[src/rtl/eth_cfg_pkg.sv]
package eth_cfg_pkg;

  // field widths of the transmit stream
  localparam int DATA_W  = 64;
  localparam int IP_W    = 32;
  localparam int PORT_W  = 16;
  localparam int LEN_W   = 16;
  localparam int TTL_W   = 8;
  localparam int PROTO_W = 8;

  // one payload or header word
  typedef logic [DATA_W-1:0] data_word_t;

  typedef logic [IP_W-1:0]   ip_addr_t;
  typedef logic [PORT_W-1:0] udp_port_t;

  // length counted in 64-bit payload words
  typedef logic [LEN_W-1:0]  frame_len_t;

  typedef logic [TTL_W-1:0]  ttl_t;

  // ip protocol number for udp
  localparam logic [PROTO_W-1:0] UDP_PROTO = 8'd17;

endpackage

[src/rtl/tx_frame_pkg.sv]
package tx_frame_pkg;

  // one committed frame, also sent as header word 0
  typedef struct packed {
    eth_cfg_pkg::ip_addr_t   dest_ip;
    eth_cfg_pkg::udp_port_t  dest_port;
    eth_cfg_pkg::frame_len_t len;
  } tx_desc_t;

  // one word towards the mac
  typedef struct packed {
    eth_cfg_pkg::data_word_t data;
    logic                    valid;
    logic                    last;
  } mac_tx_t;

  // sender fsm
  typedef enum logic [2:0] {
    IDLE,
    WAIT_ACK,
    HDR0,
    HDR1,
    PAYLOAD
  } sender_state_e;

endpackage

[src/rtl/udp_tx_framer.sv]
`timescale 1ns/1ps

module udp_tx_framer (
  input  logic                     clk,
  input  logic                     mac_resetRR,
  input  logic                     tx_valid_i,
  input  logic                     tx_end_of_frame_i,
  input  eth_cfg_pkg::data_word_t  tx_data_i,
  input  eth_cfg_pkg::ip_addr_t    tx_dest_ip_i,
  input  eth_cfg_pkg::udp_port_t   tx_dest_port_i,
  input  logic                     full_i,
  output logic                     wr_en_o,
  output eth_cfg_pkg::data_word_t  wr_data_o,
  output logic                     commit_o,
  output tx_frame_pkg::tx_desc_t   commit_desc_o,
  output logic                     abort_o,
  output logic                     tx_overflow_o
);

  logic                    in_frame_q;
  logic                    drop_q;
  logic                    commit_q;
  logic                    overflow_q;
  eth_cfg_pkg::frame_len_t word_cnt_q;
  eth_cfg_pkg::ip_addr_t   dest_ip_q;
  eth_cfg_pkg::udp_port_t  dest_port_q;
  tx_frame_pkg::tx_desc_t  commit_desc_q;

  logic                    hit_full;
  logic                    clean_eof;
  eth_cfg_pkg::ip_addr_t   cur_ip;
  eth_cfg_pkg::udp_port_t  cur_port;

  // first beat that meets a full buffer kills the frame
  assign hit_full  = tx_valid_i && !drop_q && full_i;
  assign clean_eof = tx_valid_i && tx_end_of_frame_i && !drop_q && !full_i;

  // dest fields only count on the first beat
  assign cur_ip   = in_frame_q ? dest_ip_q : tx_dest_ip_i;
  assign cur_port = in_frame_q ? dest_port_q : tx_dest_port_i;

  assign wr_en_o       = tx_valid_i && !drop_q && !full_i;
  assign wr_data_o     = tx_data_i;
  assign abort_o       = hit_full;
  assign commit_o      = commit_q;
  assign commit_desc_o = commit_desc_q;
  assign tx_overflow_o = overflow_q;

  always_ff @(posedge clk) begin
    if (mac_resetRR) begin
      in_frame_q <= 1'b0;
      drop_q     <= 1'b0;
      commit_q   <= 1'b0;
      overflow_q <= 1'b0;
      word_cnt_q <= '0;
    end else begin
      commit_q   <= clean_eof;
      overflow_q <= hit_full;
      if (tx_valid_i) begin
        if (tx_end_of_frame_i) begin
          in_frame_q <= 1'b0;
          drop_q     <= 1'b0;
          word_cnt_q <= '0;
        end else begin
          in_frame_q <= 1'b1;
          if (hit_full) begin
            drop_q <= 1'b1;
          end
          if (wr_en_o) begin
            word_cnt_q <= word_cnt_q + 16'd1;
          end
        end
      end
    end
  end

  always_ff @(posedge clk) begin
    if (tx_valid_i && !in_frame_q) begin
      dest_ip_q   <= tx_dest_ip_i;
      dest_port_q <= tx_dest_port_i;
    end
    // eof beat itself is counted in len
    commit_desc_q.dest_ip   <= cur_ip;
    commit_desc_q.dest_port <= cur_port;
    commit_desc_q.len       <= word_cnt_q + 16'd1;
  end

endmodule

[config.mk]
export PLATFORM = sky130hd
export DESIGN_NAME = udp_tx_framer
export DESIGN_NICKNAME = d
export VERILOG_FILES = /design/src/rtl/eth_cfg_pkg.sv /design/src/rtl/tx_frame_pkg.sv /design/src/rtl/udp_tx_framer.sv
export SDC_FILE = /design/constraint.sdc
export NUM_CORES = 1
export LEC_CHECK = 0
export BUFFER_PORTS_ARGS = -buffer_cell sky130_fd_sc_hd__buf_2
export CAP_MARGIN = 20
export CORE_UTILIZATION = 45
export CTS_CLUSTER_DIAMETER = 150
export DETAILED_ROUTE_END_ITERATION = 10
export PLACE_DENSITY_LB_ADDON = 0.2
export SLEW_MARGIN = 20
export SYNTH_ARGS = -nofsm -noshare
export SYNTH_HDL_FRONTEND = slang
export SYNTH_SLANG_ARGS = --single-unit
[constraint.sdc]
create_clock -name clk -period 3.9 [get_ports clk]
set_input_delay 0.195 -clock clk [delete_from_list [all_inputs] [get_ports clk]]
set_output_delay 0.195 -clock clk [all_outputs]
set_load 0.05 [all_outputs]
### Word-level counts from Yosys, hierarchy flattened

Cells that the tools add are included.

* bits in registers: 132
* output and inout port bits: 132
* word-level logic and storage cells: 32
* input port bits: 117

* reduce and logical (&&, ||, !) cells: 14
* multiplexer cells: 7
* add/subtract/negate cells: 1

Operator list (number)
* 16-bit 2-to-1 mux: 3
* 32-bit 2-to-1 mux: 1
* 16-bit by 1-bit adder with 16-bit output (second input constant): 1
* 1-bit logical AND: 7
* 2-bit AND reduction: 2
* 2-bit nonzero test: 2
* 1-bit zero test: 3
* 1-bit 2-to-1 mux: 3

### Logic depth before layout (Yosys ltp)

Gate-level depths: netlist of run 1.

* depth in word-level cells: 5
* mapped depth: 6
* gate-level depth less buffers: 5

### Worst setup path before layout of run 1

No wires, ideal clock.

* path type: register to register
* start point: reg in_frame_q
* end point: reg dest_ip_q[0], enable pin
* data required time: 3441 ps
* slack: 650 ps
* cell stages (with the launch flop): 4
* setup time: 459 ps
* buffers on the path: 2
* data arrival time: 2792 ps
* cells stage by stage: dfxtp_1 -> clkbuf_1 -> buf_1 -> nor2b_1

* word-level cells in the longest chain between the ends: 2

RTL lines
* start, declared: line udp_tx_framer.sv:20 `logic in_frame_q;`
* start signal, assigned: line udp_tx_framer.sv:51 `in_frame_q <= 1'b0;`
* start signal, assigned: line udp_tx_framer.sv:61 `in_frame_q <= 1'b0;`
* start signal, assigned: line udp_tx_framer.sv:65 `in_frame_q <= 1'b1;`
* 1-bit zero test: line udp_tx_framer.sv:78 `if (tx_valid_i && !in_frame_q) begin`
* 1-bit logical AND: line udp_tx_framer.sv:78
* end signal, assigned: line udp_tx_framer.sv:79 `dest_ip_q <= tx_dest_ip_i;`
* end, declared: line udp_tx_framer.sv:25 `eth_cfg_pkg::ip_addr_t dest_ip_q;`

Every way passes these cells.
A chain may end at the register's enable or synchronous reset.

### Final worst setup path of run 1

* start point: in tx_valid_i
* end point: reg dest_port_q[0], enable pin

* word-level cells in the longest chain between the ends: 1

RTL lines
* start, declared: line udp_tx_framer.sv:6 `input logic tx_valid_i,`
* 1-bit logical AND: line udp_tx_framer.sv:78
* end signal, assigned: line udp_tx_framer.sv:80 `dest_port_q <= tx_dest_port_i;`
* end, declared: line udp_tx_framer.sv:26 `eth_cfg_pkg::udp_port_t dest_port_q;`

Every way passes these cells.

==> results of run 1 <==
==> cells in the final DEF, fill, tap and decap left out, types with 3 or more instances in the layout <==
cell type | synthesis | routed
a21oi_1 | 10 | 10
a22o_1 | 3 | 3
a31oi_1 | 7 | 7
buf_2 | 4 | 120
clkbuf_16 | 0 | 17
clkinv_4 | 0 | 3
dfxtp_1 | 84 | 83
dlygate4sd3_1 | 0 | 51
edfxtp_1 | 48 | 48
inv_1 | 4 | 4
inv_6 | 0 | 5
mux2_2 | 48 | 48
nand2_1 | 9 | 9
nand3_1 | 6 | 6
nand4_1 | 6 | 6
nor2_1 | 9 | 9
o21ai_0 | 4 | 4
o21ai_1 | 3 | 3
xnor2_1 | 8 | 8
xor2_1 | 6 | 6
==> area by class of cell <==
cell class                 instances  area [um^2]  share of cell area
clock buffer                      19          453              0.0727
clock inverter                    13          113              0.0181
inverter                           4         15.0             0.00241
multi-input combinational        152         1230               0.197
sequential                       132         3120               0.501
tap                              136          170              0.0273
timing repair buffer             173         1130               0.181
==> registers in the layout, summed over array words and instances (netlist names) <==
name,flops
dest_port_q,16
drop_q,1
word_cnt_q,16
commit_o,1
tx_overflow_o,1
in_frame_q,1
dest_ip_q,32
commit_desc_o,64
==> cells by family (layout without fill, tap and decap cells) <==
kind of cell             after synthesis  count (layout)
flip-flops                           132             132
buffers and inverters                 83             209
AND/OR/NAND/NOR                       54              54
multiplexers                          48              48
AO/OA/AOI/OAI                         35              35
XOR/XNOR                              14              14
adder cells (fa/ha/maj)                1               1
==> how the worst max path moves through the flow <==
| stage | from | end | slack (ns) | depth (start not counted) |
|---|---|---|---|---|
| final | tx_valid_i | dest_port_q[0]$_DFFE_PP_ | 1.95 | 4 |
| after global routing | tx_valid_i | dest_port_q[4]$_DFFE_PP_ | 1.79 | 4 |
| after CTS | tx_valid_i | dest_port_q[0]$_DFFE_PP_ | 1.93 | 4 |
| after detailed placement | tx_valid_i | dest_ip_q[29]$_DFFE_PP_ | 1.95 | 3 |
| after global placement | tx_valid_i | dest_ip_q[29]$_DFFE_PP_ | 1.93 | 3 |
| after floorplan | in_frame_q$_SDFFE_PP0P_ | dest_ip_q[0]$_DFFE_PP_ | 0.65 | 3 |
==> synth_stat cells (2+ instances only) <==
cell type / count
inv_1: 4
edfxtp_1: 48
nor2_1: 9
and3_1: 2
a22o_1: 3
nand2b_1: 2
o21ai_1: 3
a311oi_1: 2
nand2_1: 9
a31oi_1: 7
nor3_1: 2
nor2b_1: 2
nand3_1: 6
clkbuf_1: 3
and2_1: 2
xnor2_1: 8
o21ai_0: 4
buf_4: 64
mux2_2: 48
nand4_1: 6
dfxtp_1: 84
a21oi_1: 10
or3_1: 2
a211oi_1: 2
buf_2: 4
nand3b_1: 2
and4_1: 2
xor2_1: 6
buf_1: 5
==> stage by stage <==
stage                     hold slack (ns)   util
after floorplan                     0.267      -
after global placement              0.388  0.493
after detailed placement            0.388  0.493
after CTS                          0.0200  0.596
after global routing               0.0857  0.596
final                              0.0499  0.596
==> critical path, stage by stage <==
cell and delay (ns):
dlygate4sd3_1 0.52, buf_2 0.19, nor2b_4 0.84, buf_4 0.37
==> report_power, final <==
part / total (mW) / internal [mW] / switching (mW)
Combinational: 0.399 / 0.135 / 0.264
Sequential: 1.53 / 1.51 / 0.0208
Clock: 1.48 / 0.856 / 0.625
==> timing repair <==
item | 4_1_cts | 5_1_grt
hold endpoints to repair | 99 | 0
setup buffers | 0 | 0
hold buffers | 51 | 0
==> metal layers <==
layer / global-route usage / vias to the layer above
met5: 0 / -
met4: 0.0890 / 0
met3: 0.0486 / 36
met2: 0.272 / 128
met1: 0.216 / 1454
li1: - / 1469
==> results.tsv, run 1 <==
stage	metric	value	unit
critical_path	crit_required	4.09	ns
status	status	finished, final reports clean	
floorplanning	ios	249	
hold_path	holdPathStages	3	
critical_path	cp-end-kind	register	
detailed_routing	wl_met1	4300	um
sta	fin_skew	0.0118	ns
place	dp_worst_setup_slack	1.95	ns
finish	area_growth_syn_to_layout	26.6	%
sta	period_share	0.500	
power	power.total	3.41	mW
critical_path	worstSetupPathType	primary input to register	
sta	fin_ws	1.95	ns
sta	tightest_slew	1.00	ns
cts	root_buffer	clkbuf_8	
critical_path	arrival	2.14	ns
cts	clkSlewWorstSetupHoldPaths	0.06	ns
hold_path	hold_path.class	primary input to register	
floorplanning	die_area	11400	um^2
detailed_routing	highest_layer	met4	
detailed_routing	totalWireLength	9620	um
critical_path	ff2ff_path_depth	2	
synthesis	synthAdderAreaFrac	0.00254	
critical_path	timing.rr.start	in_frame_q$_SDFFE_PP0P_	
synthesis	synth_cell_types	45	
floorplanning	coreArea	10500	um^2
synthesis	yosysSeqAreaShare	0.634	
synthesis	synth-compound-area-share	0.0452	
sta	setup_tns	0	ns
detailed_routing	drtAntennaViolNets	0	
synthesis	synth_top_family_by_area	buffers and inverters	
synthesis	syn_area_per_cell	13.4	um^2
place	dp.cells	546	
sta	hold_viol_final	0	
synthesis	synth-seq-cells	132	
sta	relSlewSlack	0.329	
critical_path	reg2reg_slack	2.10	ns
synthesis	yosys.area_share.simple	0.0658	
synthesis	synthArstFlopShare	0	
cts	clock_latency	0.51	ns
floorplanning	start_util	0.470	
sta	max_freq	0.513	GHz
place	gp_congestion	0.808	
place	placed_area	5150	um^2
power	p_leak	2.58	nW
sta	maxSlewViolCount	0	
detailed_routing	vias	3087	
place	dpl.hpwl	6190	um
critical_path	timing.rr.end	dest_port_q[0]$_DFFE_PP_	
finish	stdcell_area	6230	um^2
global_routing	grt_max_degree	50	
cts	ctsHtreeMaxLevel	4	
cts	cts_buffers	17	
cts	clock_tree.buffer_depth	2	
detailed_routing	met2WireLength	4520	um
critical_path	crit_fanout	34	
finish	drive_gt1_frac	0.422	
detailed_routing	vias_per_cell	4.91	
synthesis	synthFlopType	dfxtp_1	
global_routing	antenna_found_initial	0	
finish	n_antenna_cell	0	
power	vdd_drop_max	0.000298	V
finish	nets	598	
synthesis	synthDominantCellAreaShare	0.342	
global_routing	grt_pass1_wl	15100	um
synthesis	syn_nets	485	
cts	cts_resized	0	
synthesis	synthMuxAreaShare	0.110	
synthesis	synth_area	4920	um^2
critical_path	worst_setup_path_start_kind	primary input	
sta	fin_crit	1.95	ns
finish	stdcell_count	629	
flow_run	maxCapViolations	0	
global_routing	grtUsageTotal	0.173	
detailed_routing	wl_per_cell	15.3	um
cts	cts_tree	done	
synthesis	synthTopCellsByArea	dfxtp_1 (34%), edfxtp_1 (29%), mux2_2 (11%), buf_4 (9.8%), xnor2_1 (1.4%)	
synthesis	synth_edf_count	48	
global_routing	grt-ovfl-total	0	
floorplanning	fp.dieH	107	um
sta	rsz0062_at_grt	false	
floorplanning	die_w	107	um
floorplanning	fp-row-count	37	
detailed_routing	wl_met3	594	um
hold_path	worstHoldStart	full_i	
detailed_routing	drtIter0Drc	134	
power	power.density	548	nW/um^2
sta	setup_viol	0	
synthesis	synthXorXnorAreaFrac	0.0249	
detailed_routing	dr.pass1.iters	4	
global_routing	grt_pass1_vias	3078	
hold_path	worstHoldEndpoint	drop_q$_SDFFE_PP0P_	
synthesis	synth_largest_area_cell	dfxtp_1	
synthesis	netlist_instances	367	
finish	fillCellCount	829	
place	port_buffers	120	
synthesis	yosysWarnings	0	
cts	cts_sinks	132	
detailed_routing	drcViolationCount	0	
Power figures use the tool's default switching activity.
==> run 2: changes to the inputs <==
- clock period: 3.9 -> 2 ns (I/O delays scaled with it)
==> run 2 against run 1 <==
Worst setup slack worse by 1.7 ns. Cell count is 0.48% higher. Die area stayed put. Clock skew is 0.0054 ns lower. Highest routed layer unchanged.
==> results.tsv, run 2 (synthesis results as in run 1) <==
stage	metric	value	unit	change
cts	clkSlewWorstSetupHoldPaths	0.06	ns	about the same
sta	tightest_slew	0.593	ns	-0.410 ns
cts	clock_latency	0.51	ns	about the same
detailed_routing	dr.pass1.iters	5		+1
cts	cts_hold_buf	54		+5.9%
critical_path	crit_required	1.90	ns	-2.19 ns
sta	fin_skew	0.00640	ns	-0.00539 ns
floorplanning	fp-row-count	37		unchanged
detailed_routing	vias	3144		+1.8%
global_routing	grt_pass1_vias	3073		-0.16%
power	power.density	1090	nW/um^2	+98%
finish	largest_reg_flops	64		unchanged
cts	clock_tree.buffer_depth	2		unchanged
hold_path	worstHoldStart	tx_data_i[13]		
global_routing	grt_pass1_wl	15100	um	about the same
cts	ctsHtreeMaxLevel	4		unchanged
critical_path	crit_path_start	drop_q$_SDFFE_PP0P_		
cts	root_buffer	clkbuf_8		
global_routing	grtUsageTotal	0.173		+0.000811
finish	drive_gt1_frac	0.415		-0.00658
sta	max_freq	0.575	GHz	
cts	cts_buffers	17		unchanged
sta	setup_viol	0		unchanged
floorplanning	die_w	107	um	unchanged
sta	setup_tns	0	ns	unchanged
place	dp.cells	546		unchanged
floorplanning	start_util	0.470		unchanged
cts	cts_sinks	132		unchanged
sta	period_share	0.870		
finish	n_antenna_cell	0		unchanged
finish	finish.utilization	0.603		+0.00777
critical_path	worstSetupPathType	register to primary output		
cts	cts_setup_buffers	0		unchanged
critical_path	cp-end-kind	primary output		
place	gp_congestion	0.874		+8.2%
finish	nets	601		+0.50%
global_routing	grt_max_degree	49		-2.0%
floorplanning	die_area	11400	um^2	unchanged
global_routing	antenna_found_initial	0		unchanged
finish	final_cell_mix	buf_2 (120), dfxtp_1 (83), dlygate4sd3_1 (54)		
finish	stdcell_count	632		+0.48%
critical_path	crit_fanout	5		-85%
detailed_routing	drcViolationCount	0		unchanged
critical_path	critPathBufInv	2		-1
critical_path	timing.rr.start	word_cnt_q[0]$_SDFFE_PP0P_		
detailed_routing	vias_per_cell	4.97		+1.4%
floorplanning	coreArea	10500	um^2	unchanged
detailed_routing	drtIter0Drc	109		-19%
floorplanning	ios	249		unchanged
critical_path	arrival	1.64	ns	-0.50 ns
global_routing	grt-ovfl-total	0		unchanged
flow_run	maxCapViolations	0		unchanged
place	placed_area	5180	um^2	+0.49%
sta	rsz0062_at_grt	false		
floorplanning	fp.dieH	107	um	unchanged
critical_path	max_stage_delay	0.45	ns	-0.39 ns
cts	cts_tree	done		
critical_path	worst_setup_path_start_kind	register		
sta	fin_crit	1.74	ns	
detailed_routing	drtAntennaViolNets	0		unchanged
hold_path	hold_path.class	primary input to primary output		
power	vdd_drop_max	0.000776	V	+160%
detailed_routing	wl_per_cell	15.2	um	-0.35%
place	port_buffers	120		unchanged
cts	cts_resized	0		unchanged
sta	relSlewSlack	0.604		+0.275
status	status	finished, final reports clean		
power	p_leak	2.60	nW	+0.95%
critical_path	critPathTopFamily	simple AND/OR/NAND/NOR gates		
critical_path	crit_path_cell_trace	or3b_1 > inv_1 > buf_2		
finish	stdcell_area	6310	um^2	+1.3%
finish	area_growth_syn_to_layout	28.2	%	
sta	hold_viol_final	0		unchanged
critical_path	crit_slowest_cell	or3b_1		
detailed_routing	totalWireLength	9630	um	+0.12%
place	dpl.hpwl	5820	um	-6.0%
sta	maxSlewViolCount	0		unchanged
finish	final_common_cell	buf_2		
## run 2: cell count changes in the layout (fill, tap and decap cells not counted), sizes merged
cell,delta
bufinv,+3
clkinv,+2
clkinvlp,+2
dlygate4sd3,+3
inv,-7
## run 2: per-stage QoR
stage                     setup WS [ns]  power, mW  hold slack, ns
after CTS                         0.247       6.92           0.200
after floorplan                   0.172       3.89           0.172
final                             0.261       6.86           0.200
after global routing              0.176       7.10           0.200
after global placement            0.434       3.75           0.200
after detailed placement          0.367       3.76           0.200
## run 2: where the power goes
| group | switching [mW] | internal (mW) | total (mW) |
|---|---|---|---|
| combinational | 0.508 | 0.274 | 0.782 |
| clock | 1.15 | 1.93 | 3.08 |
| sequential | 0.0508 | 2.95 | 3.00 |
| total | 1.71 | 5.15 | 6.86 |
## run 2: final timing paths
path	to	slack, ns	cells after the start
setup / recovery	wr_en_o	0.26	3
hold / removal	wr_data_o[13]	0.20	0
setup reg to reg	word_cnt_q[14]$_SDFFE_PP0P_	0.35	5
hold reg to reg	commit_desc_o[0]$_DFF_P_	0.46	1
## run 2: routing by layer
metal	wire [um]	track usage	up-vias
met5	0	0	-
met4	132	0.0763	0
met3	700	0.0602	24
met2	4480	0.271	157
met1	4310	0.217	1489
li1	-	-	1474
## run 2: cell type report
class / instances / area, um^2
inverters: 4 / 15.0
multi-input cells: 152 / 1230
flip-flops and latches: 132 / 3120
repair buffers: 176 / 1180
clock buffers: 19 / 432
well taps: 136 / 170
fillers: 841 / 4150
clock inverters: 13 / 160
## run 2: worst reg2reg max path: stages (launching register included)
cell,delay (ns)
dfxtp_1,0.41
ha_1,0.28
and2_1,0.23
nand2_1,0.13
o41a_1,0.38
a31oi_1,0.14
