==> config.mk <==
export PLATFORM = sky130hd
export DESIGN_NAME = mac_tx_sender
export DESIGN_NICKNAME = d
export VERILOG_FILES = /design/src/rtl/eth_cfg_pkg.sv /design/src/rtl/tx_frame_pkg.sv /design/src/rtl/mac_tx_sender.sv
export SDC_FILE = /design/constraint.sdc
export NUM_CORES = 1
export LEC_CHECK = 0
export BUFFER_PORTS_ARGS = -buffer_cell sky130_fd_sc_hd__buf_2
export CAP_MARGIN = 20
export CORE_UTILIZATION = 43
export CTS_CLUSTER_DIAMETER = 60
export DETAILED_ROUTE_END_ITERATION = 7
export GPL_ROUTABILITY_DRIVEN = 0
export PLACE_DENSITY = 0.72
export SLEW_MARGIN = 25
export SYNTH_ARGS = -nofsm -noshare
export SYNTH_HDL_FRONTEND = slang
export SYNTH_SLANG_ARGS = --single-unit
==> constraint.sdc <==
create_clock -name clk -period 10.35 [get_ports clk]
set_input_delay 1.035 -clock clk [delete_from_list [all_inputs] [get_ports clk]]
set_output_delay 1.035 -clock clk [all_outputs]
set_load 0.05 [all_outputs]
==> src/rtl/eth_cfg_pkg.sv <==
package eth_cfg_pkg;

  // field widths of the transmit stream
  localparam int DATA_W  = 64;
  localparam int IP_W    = 32;
  localparam int PORT_W  = 16;
  localparam int LEN_W   = 16;
  localparam int TTL_W   = 8;
  localparam int PROTO_W = 8;

  // one payload or header word
  typedef logic [DATA_W-1:0] data_word_t;

  typedef logic [IP_W-1:0]   ip_addr_t;
  typedef logic [PORT_W-1:0] udp_port_t;

  // length counted in 64-bit payload words
  typedef logic [LEN_W-1:0]  frame_len_t;

  typedef logic [TTL_W-1:0]  ttl_t;

  // ip protocol number for udp
  localparam logic [PROTO_W-1:0] UDP_PROTO = 8'd17;

endpackage

==> src/rtl/tx_frame_pkg.sv <==
package tx_frame_pkg;

  // one committed frame, also sent as header word 0
  typedef struct packed {
    eth_cfg_pkg::ip_addr_t   dest_ip;
    eth_cfg_pkg::udp_port_t  dest_port;
    eth_cfg_pkg::frame_len_t len;
  } tx_desc_t;

  // one word towards the mac
  typedef struct packed {
    eth_cfg_pkg::data_word_t data;
    logic                    valid;
    logic                    last;
  } mac_tx_t;

  // sender fsm
  typedef enum logic [2:0] {
    IDLE,
    WAIT_ACK,
    HDR0,
    HDR1,
    PAYLOAD
  } sender_state_e;

endpackage

==> src/rtl/mac_tx_sender.sv <==
`timescale 1ns/1ps

module mac_tx_sender #(
  parameter eth_cfg_pkg::ip_addr_t  LOCAL_IP   = 32'hc0a8_0a01,
  parameter eth_cfg_pkg::udp_port_t LOCAL_PORT = 16'd10000,
  parameter eth_cfg_pkg::ttl_t      TTL        = 8'd1,
  parameter int                     LED_WIDTH  = 26
) (
  input  logic                     clk,
  input  logic                     mac_resetRR,
  input  logic                     desc_valid_i,
  input  tx_frame_pkg::tx_desc_t   desc_i,
  input  eth_cfg_pkg::data_word_t  rd_data_i,
  input  logic                     mac_tx_ack_i,
  output logic                     desc_pop_o,
  output logic                     rd_en_o,
  output logic                     mac_tx_start_o,
  output tx_frame_pkg::mac_tx_t    mac_tx_o,
  output logic                     led_tx_o
);

  tx_frame_pkg::sender_state_e state_q;
  tx_frame_pkg::tx_desc_t      desc_q;
  eth_cfg_pkg::frame_len_t     remain_q;
  logic [LED_WIDTH-1:0]        tx_stretch_q;

  eth_cfg_pkg::data_word_t     hdr1;

  assign hdr1 = {LOCAL_IP, LOCAL_PORT, TTL, eth_cfg_pkg::UDP_PROTO};

  assign desc_pop_o     = (state_q == tx_frame_pkg::IDLE) && desc_valid_i;
  assign mac_tx_start_o = state_q == tx_frame_pkg::WAIT_ACK;
  assign rd_en_o        = state_q == tx_frame_pkg::PAYLOAD;
  assign led_tx_o       = tx_stretch_q[LED_WIDTH-1];

  always_comb begin
    mac_tx_o = '0;
    case (state_q)
      tx_frame_pkg::HDR0: begin
        mac_tx_o.data  = desc_q;
        mac_tx_o.valid = 1'b1;
      end
      tx_frame_pkg::HDR1: begin
        mac_tx_o.data  = hdr1;
        mac_tx_o.valid = 1'b1;
      end
      tx_frame_pkg::PAYLOAD: begin
        mac_tx_o.data  = rd_data_i;
        mac_tx_o.valid = 1'b1;
        mac_tx_o.last  = remain_q == 16'd1;
      end
      default: begin
        mac_tx_o = '0;
      end
    endcase
  end

  always_ff @(posedge clk) begin
    if (mac_resetRR) begin
      state_q <= tx_frame_pkg::IDLE;
    end else begin
      case (state_q)
        tx_frame_pkg::IDLE: begin
          if (desc_valid_i) begin
            state_q <= tx_frame_pkg::WAIT_ACK;
          end
        end
        tx_frame_pkg::WAIT_ACK: begin
          if (mac_tx_ack_i) begin
            state_q <= tx_frame_pkg::HDR0;
          end
        end
        tx_frame_pkg::HDR0: state_q <= tx_frame_pkg::HDR1;
        tx_frame_pkg::HDR1: state_q <= tx_frame_pkg::PAYLOAD;
        tx_frame_pkg::PAYLOAD: begin
          if (remain_q == 16'd1) begin
            state_q <= tx_frame_pkg::IDLE;
          end
        end
        default: state_q <= tx_frame_pkg::IDLE;
      endcase
    end
  end

  always_ff @(posedge clk) begin
    if (desc_pop_o) begin
      desc_q <= desc_i;
    end
    // payload countdown, loaded just before the first payload word
    if (state_q == tx_frame_pkg::HDR1) begin
      remain_q <= desc_q.len;
    end else if (state_q == tx_frame_pkg::PAYLOAD) begin
      remain_q <= remain_q - 16'd1;
    end
  end

  // led stretcher, counts down while the top bit is set
  always_ff @(posedge clk) begin
    if (mac_resetRR) begin
      tx_stretch_q <= '0;
    end else if (mac_tx_start_o) begin
      tx_stretch_q <= '1;
    end else if (tx_stretch_q[LED_WIDTH-1]) begin
      tx_stretch_q <= tx_stretch_q - 1'b1;
    end
  end

endmodule

# ---- After elaboration in Yosys (flattened, before gate mapping)
# Cells that the tools add are included.
dict set report totals {
  input_bits 132
  wordCells 32
  regBits 109
  out_inout_bits 70
}
dict set report op_classes {
  mux 10
  add_sub_neg 2
  n_eq_ne 8
  reduce_logical 5
}
# op count
set op_table {}
lappend op_table {{65-bit case mux with 3 select lines} 1}
lappend op_table {{26-bit 2-to-1 mux} 2}
lappend op_table {{16-bit 2-to-1 mux} 2}
lappend op_table {{26-bit by 1-bit subtractor with 26-bit output (second input constant)} 1}
lappend op_table {{16-bit by 1-bit equality test with 1-bit output (second input constant)} 1}
lappend op_table {{16-bit by 1-bit subtractor with 16-bit output (second input constant)} 1}
lappend op_table {{3-bit case mux with 5 select lines} 1}
lappend op_table {{3-bit 2-to-1 mux} 3}
lappend op_table {{3-bit by 2-bit equality test with 1-bit output (second input constant)} 2}
lappend op_table {{2-bit inequality test (second input constant)} 2}
lappend op_table {{2-bit nonzero test} 2}
lappend op_table {{3-bit by 1-bit equality test with 1-bit output (second input constant)} 1}
lappend op_table {{3-bit equality test (second input constant)} 1}
lappend op_table {{3-bit logical NOT} 1}
lappend op_table {{3-bit AND reduction} 1}
lappend op_table {{2-bit by 1-bit inequality test with 1-bit output (second input constant)} 1}
lappend op_table {{1-bit logical AND} 1}
lappend op_table {{1-bit 2-to-1 mux} 1}

# ---- Depth between registers and ports, before layout
# Gate-level depths: netlist (run 1).
dict set report depth {
  ltp_word 3
  depth_mapped 7
  mapped_depth_nobuf 6
}

# ---- Worst setup path after synthesis (run 1)
# OpenSTA, ideal clock, no wires.
dict set report synth_timing {
  path_kind {input -> output}
  start {in desc_valid_i}
  end {out desc_pop_o}
  t_arrival_ns 8.983
  stages 1
  path_slack_ns 0.332
  required_ns 9.315
  n_path_buf 0
  cell_sequence {nor4b_1}
}
dict set report synth_between {
  elab_chain_cells 1
}
# item line
set synth_rtl {}
lappend synth_rtl {{start: declaration} mac_tx_sender.sv:11} ;# input logic desc_valid_i,
lappend synth_rtl {{1-bit logical AND} mac_tx_sender.sv:31} ;# assign desc_pop_o = (state_q == tx_frame_pkg::IDLE) && desc_valid_i;
lappend synth_rtl {{end: declaration} mac_tx_sender.sv:15} ;# output logic desc_pop_o,
# No other way between the ends.

==> impl_results.rst, run 1 <==
.. list-table::
   :header-rows: 1

   * - Metric
     - Value
   * - Result of the run
     - completed
   * - Standard-cell row count
     - 38
   * - Sequential share of power
     - 49.7%
   * - Slowest library cell on the worst path
     - dfxtp_1
   * - Fraction of the yosys area taken by sequential cells
     - 60.0%
   * - Setup Fix Bufs, Post-CTS
     - 0
   * - Setup-violating endpoint count in the final report
     - 0
   * - Prevailing post-synth register cell
     - edfxtp_1
   * - Req. time, crit path
     - 9.32 ns
   * - Highest achievable clock rate
     - about 0.25 GHz
   * - Worst Setup End Kind
     - primary output
   * - Largest stage delay on the critical path
     - 0.85 ns
   * - Share of the synthesized area in the top cell type
     - around 48%
   * - Number of nets in the final layout
     - 765
   * - Critical path destination
     - mac_tx_o[32]
   * - Number of unique standard cell types used by synthesis
     - 44
   * - Post-synthesis cell type with the largest combined area
     - edfxtp_1
   * - Post-route ant nets
     - 0
   * - Rel. slew slack
     - around 44%
   * - Remaining global-route overflow
     - 0
   * - Number of H-tree levels
     - 3
   * - Total vias in the final route
     - 4,282
   * - Number of storage elements in the synthesis netlist
     - ~110
   * - Library cell used as clock root buffer
     - clkbuf_16
   * - Cell leakage power
     - 2.69 nW
   * - Total of cells resized after clock tree synthesis
     - 0
   * - Crit Reg-Reg Endpoint
     - remain_q[9]$_DFFE_PP_
   * - Clock tree buffer depth
     - 2
   * - Fraction of synthesis flops using an asynchronous set or reset pin
     - 0%
   * - Peak fanout along the critical path
     - 65
   * - P&R area growth vs syn
     - 29.0%
   * - Count of cells along the worst register-to-register path
     - 3
   * - Wire length of the first global-routing pass
     - 20,200 um
   * - Worst hold slack across all endpoints
     - 0.519 ns
   * - Core footprint
     - 11,000 um^2
   * - HPWL after detailed placement
     - 9660 um
   * - # placed instances
     - 758
   * - Signal arrival time at the worst endpoint
     - ~3.0 ns
   * - Top library cells by usage in the layout, fill and taps aside
     - buf_2, edfxtp_1, a22o_1
   * - Register clock-pin slew on the reported worst setup and hold paths
     - approximately 0.080 ns
   * - Synth Cell Area
     - 4970 um^2
   * - Post-synthesis average cell area
     - approximately 11 um^2
   * - Worst path setup slack after routing
     - around 6.3 ns
   * - Internal reg-to-reg setup slack
     - 7.72 ns
   * - Filler Cells Inserted
     - 934
   * - Number of antenna violations at the first check in global routing
     - 1
   * - Net switching power
     - roughly 0.32 mW
   * - Syn Nets
     - ~580
   * - RSZ-0062 raised after global routing
     - no
   * - Fraction of final layout cells sized beyond drive strength 1
     - 37.0%
   * - Instance count of the mapped netlist
     - 443
   * - Clk_lat worst skew
     - 0.36 ns
   * - Number of remaining DRC errors
     - 0
   * - Die Area
     - 12,000 um^2
   * - Area of the multi-input gates
     - 1850 um^2
   * - EDFF count, synth
     - 80
   * - Count of warnings emitted by yosys
     - 0
   * - Class of the most critical hold timing path
     - register to register
   * - Sequential cell area
     - 2980 um^2
   * - Number of placed I/O pins
     - 202
   * - Sequence of cells on the critical path
     - nor2_1, nand2_1, clkinv_2, a22o_1, buf_2
   * - Crit path time final
     - between 4 and 5 ns
   * - Number of detailed-routing iterations run before antenna repair
     - 5
   * - Ratio of final minimum period to clock period
     - about two fifths
   * - Type of the setup path with the least slack
     - register to primary output
   * - Post-route clock skew
     - 0.0151 ns
   * - Pin slew with the least headroom to its limit
     - 0.836 ns
   * - Overall die height
     - 110 um
   * - Port buffer count
     - between 200 and 250
   * - Clock sink total
     - 109
   * - Via count of the first global-routing pass
     - 4,088
   * - Clock tree from TritonCTS
     - yes
   * - Total power divided by cell area
     - 169 nW/um^2
   * - Fin. max-slew vios
     - 0
   * - Initial Util
     - 45.1%
   * - Relative contribution of the clock network to total power
     - 33.6%
   * - Switching part of the total power
     - 29.2%
   * - Mean routed wirelength per cell
     - 17.2 um
   * - Drt total wl
     - 13,300 um
   * - Horiz. Die Dim
     - 110 um
   * - Part of the power in combinational logic
     - approximately 17%
   * - Largest net degree at the start of global routing
     - 66
   * - Post-placement worst setup slack
     - 6.87 ns
   * - Worst flop-to-flop path startpoint
     - state_q[2]$_SDFFE_PP0P_
   * - Non-Filler Instances
     - 776
   * - Number of buffers inserted during clock tree synthesis
     - 9
   * - Internal power
     - 0.767 mW
   * - Crit path launch
     - state_q[0]$_SDFFE_PP0P_
   * - Maximum ir drop on the vdd rail
     - approximately 0.11 mV
   * - Avg Vias per Cell
     - 5.52
   * - Most area-consuming cells after synthesis
     - edfxtp_1, dfxtp_1, a22o_1
   * - Critical path launch point type
     - register
   * - Number of violations of the max-capacitance limit
     - 0
   * - Number of hold-repair buffers added at the cts stage
     - 0
   * - Iter 0 DRT Violations
     - 226
   * - Leading cell type in the layout, fill and taps excluded
     - buf_2
   * - Number of hold violations in the final report
     - 0
   * - Setup TNS
     - 0 ns
   * - Overall global routing resource usage
     - a little under a quarter
   * - Layout Utilization
     - 58.1%
==> critical path, delay by kind of cell (launching register included) <==
family	cells	cell delay [ns]
buffers and inverters	2	0.93
DFF	1	0.85
AOI/OAI and AO/OA	1	0.50
and+or+nand+nor	2	0.35
==> power groups by stage <==
stage / clock network [mW] / logic, mW / registers, mW
after floorplan: 0 / 0.127 / 0.544
after detailed placement: 0 / 0.180 / 0.547
after global placement: 0 / 0.175 / 0.547
after global routing: 0.388 / 0.197 / 0.543
after CTS: 0.372 / 0.181 / 0.538
final: 0.364 / 0.181 / 0.538
==> layout make-up <==
type / instances / area share [%]
inverter: 9 / 0.546
multi-input combinational: 296 / 28.9
clock inverter: 7 / 1.42
clock buffer: 9 / 3.51
timing repair buffer: 205 / 16.4
antenna: 1 / 0.0390
tap: 140 / 2.73
sequential: 109 / 46.5
==> registers in the layout, summed over array words and instances (netlist names) <==
name,count
desc_q,64
state_q,3
tx_stretch_q,26
remain_q,16
==> kinds of logic after synthesis <==
| kind of cell | after synthesis | share of synthesized area (%) |
|---|---|---|
| buffers and inverters | 38 | 3.04 |
| AOI/OAI and AO/OA | 121 | 16.8 |
| adders and majority gates | 3 | 0.755 |
| and+or+nand+nor | 148 | 15.2 |
| xor gates and xnor gates | 24 | 4.23 |
| DFF | 109 | 60.0 |
==> cells in the mapped netlist (11+ instances only) <==
cell type / instances
edfxtp_1: 80
nor2_1: 46
nand2_1: 32
xor2_1: 14
clkbuf_1: 22
a31oi_1: 11
a22o_1: 48
dfxtp_1: 29
a21oi_1: 30
o21ai_0: 21
nor4_1: 11
==> routing by layer <==
layer | part of all wire [%] | track usage, % | vias to the layer above
li1 | - | - | 2052
met1 | 41 | 27.5 | 2059
met2 | 50 | 36.7 | 147
met3 | 6.6 | 7.59 | 24
met4 | 2.5 | 10.2 | 0
met5 | 0 | 0 | -
==> how the worst min path moves through the flow <==
| stage | depth (start not counted) | start | to |
|---|---|---|---|
| final | 2 | tx_stretch_q[15]$_SDFFE_PP0P_ | tx_stretch_q[15]$_SDFFE_PP0P_ |
| after global routing | 2 | tx_stretch_q[16]$_SDFFE_PP0P_ | tx_stretch_q[16]$_SDFFE_PP0P_ |
| after CTS | 2 | tx_stretch_q[15]$_SDFFE_PP0P_ | tx_stretch_q[15]$_SDFFE_PP0P_ |
| after global placement | 2 | tx_stretch_q[15]$_SDFFE_PP0P_ | tx_stretch_q[15]$_SDFFE_PP0P_ |
| after floorplan | 1 | state_q[2]$_SDFFE_PP0P_ | state_q[0]$_SDFFE_PP0P_ |
| after detailed placement | 2 | tx_stretch_q[24]$_SDFFE_PP0P_ | tx_stretch_q[24]$_SDFFE_PP0P_ |
==> metrics by stage <==
stage	area (um^2)	power [mW]
after global placement	6070	0.721
after CTS	6390	1.09
final	6410	1.08
after global routing	6410	1.13
after detailed placement	6070	0.727
after floorplan	4970	0.671
Note: power is estimated with default switching activity, not from simulation.
==> inputs of run 2 (changes only) <==
PLACE_DENSITY = 0.75   (was 0.72)
clock period = 3.2 ns   (was 10.35 ns; I/O delays follow)
==> impl_results.rst, run 2 (same netlist as run 1, synthesis figures left out) <==
.. list-table::
   :header-rows: 1

   * - Metric
     - Value
   * - Peak fanout along the critical path
     - 28 (-57%)
   * - Worst flop-to-flop path startpoint
     - tx_stretch_q[5]$_SDFFE_PP0P_
   * - Result of the run
     - completed
   * - Port buffer count
     - 201 (unchanged)
   * - Largest net degree at the start of global routing
     - 66 (unchanged)
   * - Initial Util
     - 45.1% (unchanged)
   * - Crit path time final
     - 2.56 ns
   * - Top library cells by usage in the layout, fill and taps aside
     - buf_2, edfxtp_1, a22o_1
   * - Leading cell type in the layout, fill and taps excluded
     - buf_2
   * - Max reg flops
     - 64 (unchanged)
   * - Cell leakage power
     - 2.68 nW (-0.34%)
   * - Drt total wl
     - 12,900 um (-2.8%)
   * - Number of hold violations in the final report
     - 0 (unchanged)
   * - Number of nets in the final layout
     - 767 (+0.26%)
   * - Fraction of final layout cells sized beyond drive strength 1
     - 36.7% (-0.27 points)
   * - Depth of the worst hold-timing path
     - 1 (-1)
   * - Clk_lat worst skew
     - 0.35 ns (about the same)
   * - Worst hold slack across all endpoints
     - 0.133 ns (-0.386 ns)
   * - Class of the most critical hold timing path
     - input pin to register
   * - Sequence of cells on the critical path
     - or3b_2, inv_1, buf_2
   * - Endpoint of the worst hold-timing path
     - desc_q[40]$_DFFE_PP_
   * - Number of placed I/O pins
     - 202 (unchanged)
   * - Internal reg-to-reg setup slack
     - 0.74 ns (-6.98 ns)
   * - Area of the multi-input gates
     - 1860 um^2 (+0.47%)
   * - Sequential cell area
     - 2980 um^2 (about the same)
   * - Non-Filler Instances
     - 777 (+0.13%)
   * - Overall global routing resource usage
     - 22.0% (-0.68 points)
   * - Avg Vias per Cell
     - 5.42 (-1.8%)
   * - Slowest library cell on the worst path
     - or3b_2
   * - Count of cells along the worst register-to-register path
     - 4 (+1)
   * - Fin. max-slew vios
     - 0 (unchanged)
   * - Biggest register
     - desc_q
   * - Layout Utilization
     - 57.7% (-0.40 points)
   * - N_diodes
     - 0 (-1)
   * - Req. time, crit path
     - 2.88 ns (-6.44 ns)
   * - Worst path setup slack after routing
     - 0.639 ns (-5.67 ns)
   * - # placed instances
     - 761 (+0.40%)
   * - Number of hold-repair buffers added at the cts stage
     - 0 (unchanged)
   * - Pin slew with the least headroom to its limit
     - 0.716 ns (-0.120 ns)
   * - Wire length of the first global-routing pass
     - 19,700 um (-2.6%)
   * - Largest stage delay on the critical path
     - 0.76 ns (-0.09 ns)
   * - Highest achievable clock rate
     - 0.391 GHz
   * - Number of remaining DRC errors
     - 0 (unchanged)
   * - Standard-cell row count
     - 38 (unchanged)
   * - Post-placement worst setup slack
     - 0.735 ns (-6.14 ns)
   * - Number of violations of the max-capacitance limit
     - 0 (unchanged)
   * - Number of H-tree levels
     - 3 (unchanged)
   * - Number of detailed-routing iterations run before antenna repair
     - 4 (-1)
   * - Library cell used as clock root buffer
     - clkbuf_16
   * - Number of antenna violations at the first check in global routing
     - 0 (-1)
   * - Clock tree buffer depth
     - 2 (unchanged)
   * - Critical path launch point type
     - register
   * - Mean routed wirelength per cell
     - 16.7 um (-2.9%)
   * - Signal arrival time at the worst endpoint
     - 2.24 ns (-0.76 ns)
   * - Post-route ant nets
     - 0 (unchanged)
   * - Setup TNS
     - 0 ns (unchanged)
   * - Filler Cells Inserted
     - 938 (+0.43%)
   * - Clock tree from TritonCTS
     - yes
   * - HPWL after detailed placement
     - 9350 um (-3.2%)
   * - Horiz. Die Dim
     - 110 um (unchanged)
   * - Via count of the first global-routing pass
     - 4,029 (-1.4%)
   * - Placed cell area
     - 6100 um^2 (+0.54%)
   * - Type of the setup path with the least slack
     - register to primary output
   * - RSZ-0062 raised after global routing
     - no
   * - Ratio of final minimum period to clock period
     - around 80%
   * - P&R area growth vs syn
     - 28.1%
   * - Total vias in the final route
     - 4,212 (-1.6%)
   * - Maximum ir drop on the vdd rail
     - 0.413 mV (+290%)
   * - Crit Reg-Reg Endpoint
     - tx_stretch_q[22]$_SDFFE_PP0P_
   * - Biggest registers after layout
     - desc_q: 64 flops, tx_stretch_q: 26 flops, remain_q: 16 flops
   * - Die Area
     - 12,000 um^2 (unchanged)
   * - Setup Fix Bufs, Post-CTS
     - 0 (unchanged)
   * - Rel. slew slack
     - 51.8% (+7.6 points)
   * - Core footprint
     - 11,000 um^2 (unchanged)
   * - Setup-violating endpoint count in the final report
     - 0 (unchanged)
   * - Number of buffers inserted during clock tree synthesis
     - 9 (unchanged)
   * - PnR Total Power
     - 3.36 mW (+210%)
   * - Iter 0 DRT Violations
     - 276 (+22%)
   * - Post-route clock skew
     - 0.00771 ns (-0.00742 ns)
   * - Overall die height
     - 110 um (unchanged)
   * - Clock sink total
     - 109 (unchanged)
   * - Cell area after layout
     - 6370 um^2 (-0.68%)
   * - Total power divided by cell area
     - 527 nW/um^2 (+210%)
   * - Register clock-pin slew on the reported worst setup and hold paths
     - 0.07 ns (about the same)
   * - Remaining global-route overflow
     - 0 (unchanged)
   * - Worst Setup End Kind
     - primary output
   * - Launch point of the worst hold path
     - desc_i[40]
[run 2: cell type report]
type / count / share of cell area, %
multi-input combinational: 296 / 29.2
tap: 140 / 2.75
sequential: 109 / 46.9
timing repair buffer: 207 / 16.5
clock inverter: 4 / 0.393
clock buffer: 12 / 3.71
inverter: 9 / 0.570
[run 2: worst max-delay path by stage]
stage,from,to,slack (ns),depth (start not counted)
5_1_grt,state_q[0]$_SDFFE_PP0P_,mac_tx_o[37],0.50,5
4_1_cts,state_q[0]$_SDFFE_PP0P_,mac_tx_o[37],0.34,5
6_report,state_q[0]$_SDFFE_PP0P_,mac_tx_start_o,0.64,3
3_5_place_dp,state_q[0]$_SDFFE_PP0P_,mac_tx_o[48],0.74,5
3_3_place_gp,state_q[0]$_SDFFE_PP0P_,mac_tx_o[37],0.79,5
2_1_floorplan,state_q[0]$_SDFFE_PP0P_,desc_q[0]$_DFFE_PP_,-0.47,3
[run 2: where the power goes]
group | leakage, nW | internal [mW] | switching [mW] | total [mW]
clock network | 0.129 | 0.531 | 0.494 | 1.02
logic | 1.56 | 0.209 | 0.377 | 0.586
registers | 0.995 | 1.65 | 0.0967 | 1.74
total | 2.68 | 2.39 | 0.967 | 3.36
[run 2: timing repair]
item / in CTS / in global routing
endpoints found under the hold margin: 0 / 0
resized for setup: 0 / 1
setup endpoints to repair: 0 / 24
[run 2: routing by layer]
layer  up-vias  part of all wire, %  global-route usage (%)
met5         -                    0                       0
met4         0                  1.5                    6.00
met3        19                  5.2                    6.64
met2       133                   51                    37.9
met1      2011                   43                    26.7
li1       2049                    -                       -
[run 2: worst max-delay path, delay by kind of cell, from the launching register on]
family	cells	cell delay, ns
simple gates	1	0.76
buf+inv	2	0.47
flops	1	0.64
==> inputs of run 3 (changes only) <==
clock period = 2.1 ns   (was 3.2 ns; I/O delays follow)
==> impl_results.rst, run 3 (same netlist as run 1, synthesis figures left out) <==
.. list-table::
   :header-rows: 1

   * - Metric
     - Value
   * - Result of the run
     - completed
   * - Register clock-pin slew on the reported worst setup and hold paths
     - 0.07 ns (about the same)
   * - RSZ-0062 raised after global routing
     - no
   * - Largest net degree at the start of global routing
     - 49 (-26%)
   * - Worst flop-to-flop path startpoint
     - tx_stretch_q[5]$_SDFFE_PP0P_
   * - Count of cells along the worst register-to-register path
     - 4 (unchanged)
   * - Signal arrival time at the worst endpoint
     - 1.78 ns (-0.46 ns)
   * - Iter 0 DRT Violations
     - 262 (-5.1%)
   * - Launch point of the worst hold path
     - desc_i[22]
   * - Core footprint
     - 11,000 um^2 (unchanged)
   * - Clock tree buffer depth
     - 2 (unchanged)
   * - Top library cells by usage in the layout, fill and taps aside
     - buf_2, edfxtp_1, a22o_1
   * - Overall die height
     - 110 um (unchanged)
   * - Depth of the worst hold-timing path
     - 1 (unchanged)
   * - Avg Vias per Cell
     - 5.42 (about the same)
   * - Biggest register
     - desc_q
   * - Mean routed wirelength per cell
     - 16.2 um (-2.9%)
   * - Ratio of final minimum period to clock period
     - 94.8%
   * - Internal reg-to-reg setup slack
     - 0.21 ns (-0.53 ns)
   * - Fin. max-slew vios
     - 0 (unchanged)
   * - Clk_lat worst skew
     - 0.35 ns (about the same)
   * - Worst path setup slack after routing
     - 0.109 ns (-0.530 ns)
   * - Post-route ant nets
     - 0 (unchanged)
   * - Clock tree from TritonCTS
     - yes
   * - Max reg flops
     - 64 (unchanged)
   * - Maximum ir drop on the vdd rail
     - 0.574 mV (+39%)
   * - Number of violations of the max-capacitance limit
     - 0 (unchanged)
   * - Rel. slew slack
     - 63.3% (+11 points)
   * - Overall global routing resource usage
     - 21.0% (-1.0 points)
   * - P&R area growth vs syn
     - 35.3%
   * - Pin slew with the least headroom to its limit
     - 0.551 ns (-0.165 ns)
   * - Crit path time final
     - 1.99 ns
   * - HPWL after detailed placement
     - 9140 um (-2.2%)
   * - Number of antenna violations at the first check in global routing
     - 0 (unchanged)
   * - Number of H-tree levels
     - 3 (unchanged)
   * - Crit Reg-Reg Endpoint
     - tx_stretch_q[21]$_SDFFE_PP0P_
   * - Horiz. Die Dim
     - 110 um (unchanged)
   * - Total vias in the final route
     - 4,301 (+2.1%)
   * - Die Area
     - 12,000 um^2 (unchanged)
   * - Remaining global-route overflow
     - 0 (unchanged)
   * - Critical path launch point type
     - register
   * - Number of hold violations in the final report
     - 0 (unchanged)
   * - Clock sink total
     - 109 (unchanged)
   * - Number of detailed-routing iterations run before antenna repair
     - 5 (+1)
   * - Drt total wl
     - 12,800 um (-0.87%)
   * - Highest achievable clock rate
     - 0.502 GHz
   * - Setup Fix Bufs, Post-CTS
     - 0 (unchanged)
   * - Fraction of final layout cells sized beyond drive strength 1
     - 39.7% (+2.9 points)
   * - Placed cell area
     - 6250 um^2 (+2.5%)
   * - Via count of the first global-routing pass
     - 4,047 (+0.45%)
   * - Number of hold-repair buffers added at the cts stage
     - 0 (unchanged)
   * - Cell area after layout
     - 6730 um^2 (+5.7%)
   * - Number of nets in the final layout
     - 783 (+2.1%)
   * - Req. time, crit path
     - 1.89 ns (-0.99 ns)
   * - Type of the setup path with the least slack
     - register to primary output
   * - Setup-violating endpoint count in the final report
     - 0 (unchanged)
   * - Total power divided by cell area
     - 793 nW/um^2 (+51%)
   * - Library cell used as clock root buffer
     - clkbuf_16
   * - Number of remaining DRC errors
     - 0 (unchanged)
   * - Number of buffers inserted during clock tree synthesis
     - 9 (unchanged)
   * - Peak fanout along the critical path
     - 48 (+71%)
   * - Filler Cells Inserted
     - 931 (-0.75%)
   * - N_diodes
     - 0 (unchanged)
   * - Post-placement worst setup slack
     - 0.156 ns (-0.579 ns)
   * - Number of placed I/O pins
     - 202 (unchanged)
   * - Port buffer count
     - 201 (unchanged)
   * - Standard-cell row count
     - 38 (unchanged)
   * - PnR Total Power
     - 5.34 mW (+59%)
   * - Layout Utilization
     - 61.0% (+3.3 points)
   * - Class of the most critical hold timing path
     - input pin to register
   * - Non-Filler Instances
     - 793 (+2.1%)
   * - Biggest registers after layout
     - desc_q: 64 flops, tx_stretch_q: 26 flops, remain_q: 16 flops
   * - # placed instances
     - 776 (+2.0%)
   * - Worst Setup End Kind
     - primary output
   * - Leading cell type in the layout, fill and taps excluded
     - buf_2
   * - Cell leakage power
     - 2.79 nW (+3.8%)
   * - Initial Util
     - 45.1% (unchanged)
   * - Post-route clock skew
     - 0.00765 ns (-0.0000655 ns)
   * - Wire length of the first global-routing pass
     - 18,900 um (-4.0%)
   * - Endpoint of the worst hold-timing path
     - desc_q[22]$_DFFE_PP_
==> run 3: cell types whose count changed in the layout (fill, tap and decap cells not counted), sizes merged <==
| cell | before | now |
|---|---|---|
| buf | 207 | 184 |
| clkbuf | 12 | 53 |
| inv | 12 | 10 |
==> run 3: layer usage <==
layer / vias up / GRT usage (%) / part of all wire [%]
met3: 19 / 5.51 / 5.3
met1: 2042 / 24.7 / 41
li1: 2077 / - / -
met4: 0 / 7.24 / 1.6
met5: - / 0 / 0
met2: 163 / 36.9 / 52
==> run 3: worst max-delay path by stage <==
| stage | startpoint | slack, ns | cells after the start | end |
|---|---|---|---|---|
| floorplan | state_q[0]$_SDFFE_PP0P_ | -1.57 | 3 | desc_q[0]$_DFFE_PP_ |
| global placement | state_q[1]$_SDFFE_PP0P_ | 0.28 | 4 | remain_q[11]$_DFFE_PP_ |
| detailed placement | state_q[1]$_SDFFE_PP0P_ | 0.16 | 5 | remain_q[10]$_DFFE_PP_ |
| CTS | remain_q[8]$_DFFE_PP_ | 0.04 | 5 | mac_tx_o[0] |
| global route | state_q[2]$_SDFFE_PP0P_ | 0.006 | 5 | mac_tx_o[42] |
| finish | state_q[1]$_SDFFE_PP0P_ | 0.11 | 5 | mac_tx_o[16] |
==> run 3: where the power goes <==
part / internal [mW] / switching, mW
Sequential: 2.51 / 0.139
Combinational: 0.383 / 0.598
Clock: 0.981 / 0.726
Total: 3.88 / 1.46
==> run 3: per-stage QoR <==
step | hold WS, ns | setup TNS, ns
2_1_floorplan | 0.309 | -101.80
3_3_place_gp | 0.386 | 0
3_5_place_dp | 0.388 | 0
4_1_cts | 0.0170 | 0
5_1_grt | 0.00971 | 0
6_report | 0.0331 | 0
==> run 3: final cells by class <==
class | instances | area, um^2 | area share [%]
inverter | 9 | 36.3 | 0.539
clock buffer | 14 | 297 | 4.41
clock inverter | 2 | 11.3 | 0.167
sequential | 109 | 2990 | 44.4
multi-input combinational | 296 | 1900 | 28.2
tap | 140 | 175 | 2.60
timing repair buffer | 223 | 1330 | 19.7
==> run 3: what timing repair did <==
item                                    in CTS  in global routing
resized for setup                            4                 47
endpoints found under the hold margin        0                  0
gates cloned                                 0                  1
endpoints found under the setup margin      50                 66
==> run 3: critical path: stages (launching register included) <==
cell and delay, ns:
dfxtp_2 0.42, nand2b_2 0.18, nor2_4 0.14, buf_12 0.22, a22o_1 0.16, buf_2 0.27
